===== src/verilog/dcache_pkg.sv =====
package dcache_pkg;

    // Core word and byte lanes
    localparam int DATA_W = 32;
    localparam int MASK_W = 4;

    // Word address, byte address bits 18 to 2
    localparam int ADDR_W = 17;

    // Request from the core, a zero mask is a read
    typedef struct packed {
        logic [ADDR_W-1:0] addr;
        logic [DATA_W-1:0] wdata;
        logic [MASK_W-1:0] mask;
    } core_req_t;

    // Request toward memory, always full-word
    typedef struct packed {
        logic [ADDR_W-1:0] addr;
        logic [DATA_W-1:0] wdata;
        logic              we;
    } mem_req_t;

    // Controller states
    typedef enum logic [1:0] {
        ST_IDLE  = 2'd0,
        ST_FETCH = 2'd1,
        ST_EVICT = 2'd2
    } ctrl_state_e;

endpackage


===== src/verilog/dcache_ctrl.sv =====
module dcache_ctrl #(
    parameter int INDEX_W = 8
) (
    input  logic                                       clk_i,
    input  logic                                       rst_i,

    // Core side
    input  dcache_pkg::core_req_t                      req_i,
    input  logic                                       req_valid_i,
    output logic [dcache_pkg::DATA_W-1:0]              rdata_o,
    output logic                                       stall_o,

    // Memory side
    output dcache_pkg::mem_req_t                       mem_req_o,
    output logic                                       mem_valid_o,
    input  logic [dcache_pkg::DATA_W-1:0]              mem_rdata_i,
    input  logic                                       mem_ready_i,

    // Set arrays
    output logic [INDEX_W-1:0]                         index_o,
    input  logic [1:0][dcache_pkg::ADDR_W-INDEX_W-1:0] tag_i,
    input  logic [1:0][dcache_pkg::DATA_W-1:0]         data_i,
    input  logic [1:0]                                 valid_i,
    input  logic [1:0]                                 dirty_i,
    input  logic                                       lru_i,
    output logic [1:0]                                 way_we_o,
    output logic [dcache_pkg::MASK_W-1:0]              be_o,
    output logic [dcache_pkg::ADDR_W-INDEX_W-1:0]      wtag_o,
    output logic [dcache_pkg::DATA_W-1:0]              wdata_o,
    output logic                                       upd_o,
    output logic                                       upd_way_o,
    output logic                                       upd_dirty_o,
    output logic                                       touch_o,
    output logic                                       touch_way_o
);

    localparam int TAG_W = dcache_pkg::ADDR_W - INDEX_W;

    dcache_pkg::ctrl_state_e state_q;
    dcache_pkg::ctrl_state_e state_d;
    dcache_pkg::mem_req_t    mem_req_q;
    dcache_pkg::mem_req_t    mem_req_d;
    logic                    mem_valid_q;
    logic                    mem_valid_d;

    logic [INDEX_W-1:0]          req_index;
    logic [TAG_W-1:0]            req_tag;
    logic [1:0]                  hit;
    logic                        hit_any;
    logic                        hit_way;
    logic                        victim;
    logic                        victim_dirty;
    logic                        is_write;
    logic                        full_write;
    logic [dcache_pkg::DATA_W-1:0] fill_word;

    // Core bytes over an old word
    function automatic logic [dcache_pkg::DATA_W-1:0] merge_bytes(
        input logic [dcache_pkg::DATA_W-1:0] old_word,
        input logic [dcache_pkg::DATA_W-1:0] new_word,
        input logic [dcache_pkg::MASK_W-1:0] mask
    );
        logic [dcache_pkg::DATA_W-1:0] result;
        result = old_word;
        for (int b = 0; b < dcache_pkg::MASK_W; b++) begin
            if (mask[b]) begin
                result[8*b +: 8] = new_word[8*b +: 8];
            end
        end
        return result;
    endfunction

    assign req_index = req_i.addr[INDEX_W-1:0];
    assign req_tag   = req_i.addr[dcache_pkg::ADDR_W-1:INDEX_W];

    assign hit[0]  = valid_i[0] && (tag_i[0] == req_tag);
    assign hit[1]  = valid_i[1] && (tag_i[1] == req_tag);
    assign hit_any = |hit;
    assign hit_way = hit[1];

    // Victim is the LRU way
    assign victim       = lru_i;
    assign victim_dirty = valid_i[victim] && dirty_i[victim];

    assign is_write   = |req_i.mask;
    assign full_write = &req_i.mask;
    assign fill_word  = merge_bytes(mem_rdata_i, req_i.wdata, req_i.mask);

    assign index_o     = req_index;
    assign wtag_o      = req_tag;
    assign rdata_o     = data_i[hit_way];
    assign mem_req_o   = mem_req_q;
    assign mem_valid_o = mem_valid_q;

    always_comb begin
        state_d     = state_q;
        mem_req_d   = mem_req_q;
        mem_valid_d = mem_valid_q;
        stall_o     = 1'b1;
        way_we_o    = 2'b00;
        be_o        = '0;
        wdata_o     = req_i.wdata;
        upd_o       = 1'b0;
        upd_way_o   = victim;
        upd_dirty_o = 1'b1;
        touch_o     = 1'b0;
        touch_way_o = victim;

        unique case (state_q)
            dcache_pkg::ST_IDLE: begin
                stall_o = 1'b0;
                if (req_valid_i) begin
                    if (hit_any) begin
                        touch_o     = 1'b1;
                        touch_way_o = hit_way;
                        if (is_write) begin
                            way_we_o[hit_way] = 1'b1;
                            be_o              = req_i.mask;
                            upd_o             = 1'b1;
                            upd_way_o         = hit_way;
                        end
                    end else if (victim_dirty) begin
                        // Write the victim back first
                        stall_o         = 1'b1;
                        state_d         = dcache_pkg::ST_EVICT;
                        mem_req_d.addr  = {tag_i[victim], req_index};
                        mem_req_d.wdata = data_i[victim];
                        mem_req_d.we    = 1'b1;
                        mem_valid_d     = 1'b1;
                    end else if (full_write) begin
                        // Whole word known, no fetch needed
                        way_we_o[victim] = 1'b1;
                        be_o             = '1;
                        upd_o            = 1'b1;
                        touch_o          = 1'b1;
                    end else begin
                        stall_o        = 1'b1;
                        state_d        = dcache_pkg::ST_FETCH;
                        mem_req_d.addr = req_i.addr;
                        mem_req_d.we   = 1'b0;
                        mem_valid_d    = 1'b1;
                    end
                end
            end

            dcache_pkg::ST_EVICT: begin
                if (mem_ready_i) begin
                    if (full_write) begin
                        way_we_o[victim] = 1'b1;
                        be_o             = '1;
                        upd_o            = 1'b1;
                        state_d          = dcache_pkg::ST_IDLE;
                        mem_valid_d      = 1'b0;
                    end else begin
                        state_d        = dcache_pkg::ST_FETCH;
                        mem_req_d.addr = req_i.addr;
                        mem_req_d.we   = 1'b0;
                    end
                end
            end

            dcache_pkg::ST_FETCH: begin
                if (mem_ready_i) begin
                    // Request retires as a hit next cycle
                    way_we_o[victim] = 1'b1;
                    be_o             = '1;
                    wdata_o          = fill_word;
                    upd_o            = 1'b1;
                    upd_dirty_o      = is_write;
                    state_d          = dcache_pkg::ST_IDLE;
                    mem_valid_d      = 1'b0;
                end
            end

            default: begin
                state_d = dcache_pkg::ST_IDLE;
            end
        endcase
    end

    always_ff @(posedge clk_i) begin
        if (rst_i) begin
            state_q     <= dcache_pkg::ST_IDLE;
            mem_valid_q <= 1'b0;
        end else begin
            state_q     <= state_d;
            mem_valid_q <= mem_valid_d;
        end
    end

    always_ff @(posedge clk_i) begin
        mem_req_q <= mem_req_d;
    end

endmodule


===== config.mk =====
export PLATFORM = sky130hd
export DESIGN_NAME = dcache_ctrl
export DESIGN_NICKNAME = d
export VERILOG_FILES = /design/src/verilog/dcache_pkg.sv /design/src/verilog/dcache_ctrl.sv
export SDC_FILE = /design/constraint.sdc
export NUM_CORES = 1
export LEC_CHECK = 0
export ABC_AREA = 1
export BUFFER_PORTS_ARGS = -buffer_cell sky130_fd_sc_hd__buf_2
export CORE_AREA = 3 3 125 127
export DETAILED_ROUTE_END_ITERATION = 16
export DIE_AREA = 0 0 128 130
export SYNTH_ARGS = -nofsm -noshare
export SYNTH_HDL_FRONTEND = slang
export SYNTH_SLANG_ARGS = --single-unit

===== constraint.sdc =====
create_clock -name clk_i -period 3.9 [get_ports clk_i]
set_clock_uncertainty 0.15 [all_clocks]
set_input_delay 0.585 -clock clk_i [delete_from_list [all_inputs] [get_ports clk_i]]
set_output_delay 0.585 -clock clk_i [all_outputs]
set_load 0.1 [all_outputs]

==> key figures <==
Power and ir drop
  • Leakage Power: 3.21 nW
  • Pwr/cell area: 683 nW/um2
  • Maximum vdd drop: 0.000461 V
  • Total chip power: 4.20 mW

Setup path
  • Critical Path AT: 2.47 ns
  • Largest stage delay on the critical path: 0.70 ns
  • Crit path depth: 9
  • Worst reg-to-reg setup slack: 1.62 ns
  • Worst setup SP type: flip-flop
  • CP top delay family: compound AO/OA/AOI/OAI gates
  • Critical path peak fanout: 7
  • R2R depth: 8
  • CP max stage cell: a31oi_1
  • CP Capture Type: output pin
  • Critical R2R Capture: mem_req_o[42]
  • Most Frequent Cell on Critical Path: nor2_1
  • CP bufs+invs: 3
  • Launch point of the worst path: state_q[1]
  • FF-to-FF Start: state_q[0]
  • Worst EP required: 3.16 ns
  • Crit path cell chain: inv_1, ha_1, nand2_1, clkinv_1, a31oi_1, o21ai_0, nor2_1, nor2_1, buf_12
  • Setup crit end: way_we_o[1]
  • Kind of critical path: flip-flop to output pin

Global routing
  • Total GRT Usage: 0.165
  • Global-route wire length before repair: 21,700 um
  • Initial antenna violation count: 0
  • Largest net degree at the start of global routing: 58
  • Number of global-route vias before repair: 4,252
  • Remaining global-route overflow: 0

Clock tree
  • Worst skew pair latency: 0.30 ns
  • Clock sinks: 53
  • Clk pin slew, worst setup/hold paths: 0.08 ns
  • Hold Buf Count CTS: 0
  • H-tree depth: 2
  • Postcts setup bufs: 0
  • Clock root cell: clkbuf_16
  • Resize count post-CTS: 0
  • CTS buffer count: 5
  • CTS tree: built
  • Max clock buf depth: 2

Placement
  • HPWL Detailed: 12,400 um
  • # port buffers: 319
  • GPL Wtd Cong: 0.887

Finish
  • Area delta synth->final: 48.3%
  • Nets: 1,028
  • Layout cells sized above 1: 0.470
  • Number of fill cells in the layout: 1,511
  • Final core utilization: 0.423
  • # diodes: 0

Yosys
  • Sequential fraction of the synthesis area: 0.376
  • Mapped Cells: 556
  • Netlist Area Pre-Place: 4150 um2
  • Avg Cell Area, Syn: 7.46 um2
  • Synth warnings: 0
  • Post-synth cell types: 36
  • Number of synthesized register bits: 53
  • Post-synth net total: 736

STA
  • Final Hold Fails: 0
  • FMAX: 312 MHz
  • Final worst path period need: 3.20 ns
  • Final setup TNS: 0 ns
  • Slew HR: 0.411
  • Max-slew violations: 0
  • Setup repair after global routing missed its margin: false
  • Fin crit share: 0.822
  • Worst-margin pin slew: 0.880 ns
  • Final Setup Violations: 0

Min path
  • Min-delay worst type: flip-flop to flip-flop
  • WHS Path Cells: 4

Routing
  • Via count: 4,644
  • WL/cell: 14.5 um
  • Final WL: 15,000 um
  • Initial drt markers: 237
  • Residual DRC count: 0
  • DR vias/cell: 4.50
  • Final ANT Viol Nets: 0
  • DRT Pass-1 Iters: 6

Status
  • Status: finished, final reports clean

Die
  • FP Rows: 44
  • Die area: 16,600 um2
  • DIE WIDTH: 128 um
  • Initial core utilization: 0.286
  • I/O pin count: 320
  • Die Height: 130 um
  • Core Footprint: 14,500 um2

Run
  • Max Cap Viol: 0
-- layout by cell type, fill, tap and decap left out, types with 6 or more instances in the layout --
cell type	n
a21oi_1	12
buf_2	310
buf_12	9
nand3_1	15
inv_2	7
edfxtp_1	50
xnor2_1	7
nor2_2	6
nand2_1	161
a21oi_2	6
mux2_2	32
buf_4	7
inv_1	63
o211ai_1	6
o21ai_0	84
nor2_1	32
-- state kept, by name, indices dropped and copies added, names as in the netlist --
signal,count
state_q,2
mem_valid_o,1
mem_req_o,50
-- cell type report --
| class | instances | area, um2 | area share |
|---|---|---|---|
| Clock buffer | 5 | 125 | 0.0203 |
| Clock inverter | 3 | 68.8 | 0.0112 |
| Inverter | 71 | 267 | 0.0433 |
| Multi-Input combinational cell | 391 | 2120 | 0.344 |
| Sequential cell | 53 | 1560 | 0.254 |
| Tap cell | 184 | 230 | 0.0374 |
| Timing Repair Buffer | 326 | 1780 | 0.290 |
-- tightest hold or removal path, stage by stage (launching register included) --
cell and delay [ns]:
dfxtp_1 0.32, inv_1 0.05, nand2_1 0.04, inv_1 0.04, nor2_1 0.04
-- kinds of logic (layout without fill, tap and decap cells) --
group                    Yosys count  after routing  share of synthesized area
AND/OR/NAND/NOR                  234            234                      0.244
AO/OA/AOI/OAI                    114            114                      0.144
buffers and inverters            112            405                      0.123
flip-flops                        53             53                      0.376
multiplexers                      32             32                     0.0868
XOR/XNOR                           7              7                     0.0148
adder cells (fa/ha/maj)            4              4                     0.0121
-- per-stage QoR --
stage / instance area, um2 / setup WS, ns / hold WS [ns] / std cells
floorplan: 4170 / -0.289 / 0.347 / 556
global placement: 5960 / 0.747 / 0.350 / 1025
detailed placement: 5960 / 0.715 / 0.358 / 1025
CTS: 6150 / 0.677 / 0.375 / 1033
global route: 6150 / 0.405 / 0.419 / 1033
finish: 6150 / 0.695 / 0.377 / 1033
-- layer usage --
| metal | up-vias | track usage | part of all wire |
|---|---|---|---|
| li1 | 2382 | - | - |
| met1 | 2056 | 0.208 | 0.43 |
| met2 | 198 | 0.288 | 0.49 |
| met3 | 8 | 0.0426 | 0.081 |
| met4 | 0 | 0.0362 | 0.0084 |
| met5 | - | 0 | 0 |
-- how the worst min path moves through the flow --
stage           startpoint     endpoint  slack (ns)
2_1_floorplan   state_q[1]   state_q[1]        0.35
3_3_place_gp   mem_valid_o  mem_valid_o        0.35
3_5_place_dp   mem_valid_o  mem_valid_o        0.36
4_1_cts        mem_valid_o  mem_valid_o        0.37
5_1_grt         state_q[0]   state_q[0]        0.42
6_report       mem_valid_o  mem_valid_o        0.38
-- power by group --
part	switching (mW)	internal, mW
registers	0.0712	0.836
clock network	0.213	0.370
logic	2.23	0.483
-- synth_stat cells --
library cell,instances,area share
inv_2,7,0.0063
nor4_1,1,0.0015
nor2_8,1,0.0048
nand2_2,2,0.0030
nand3_2,1,0.0024
edfxtp_1,50,0.36
nor2_1,33,0.030
buf_4,18,0.033
clkinv_1,1,0.00090
or2_2,3,0.0045
clkbuf_1,13,0.012
mux2_2,32,0.087
nor3_1,2,0.0024
nor2_4,1,0.0027
nor3_4,1,0.0039
nor2_2,6,0.0090
nand3_1,15,0.018
buf_6,2,0.0054
and2_1,1,0.0015
nand2_4,2,0.0054
a211oi_1,2,0.0036
buf_2,5,0.0060
buf_1,3,0.0027
ha_1,4,0.012
o211ai_1,6,0.011
a31oi_1,1,0.0015
o22ai_1,1,0.0015
o21ai_0,86,0.10
nand2_1,161,0.15
a21oi_2,1,0.0021
a21oi_1,17,0.021
nand4_1,3,0.0045
dfxtp_1,3,0.014
inv_1,63,0.057
xnor2_1,7,0.015
nand3_4,1,0.0042
(Power assumes the default switching activity.)
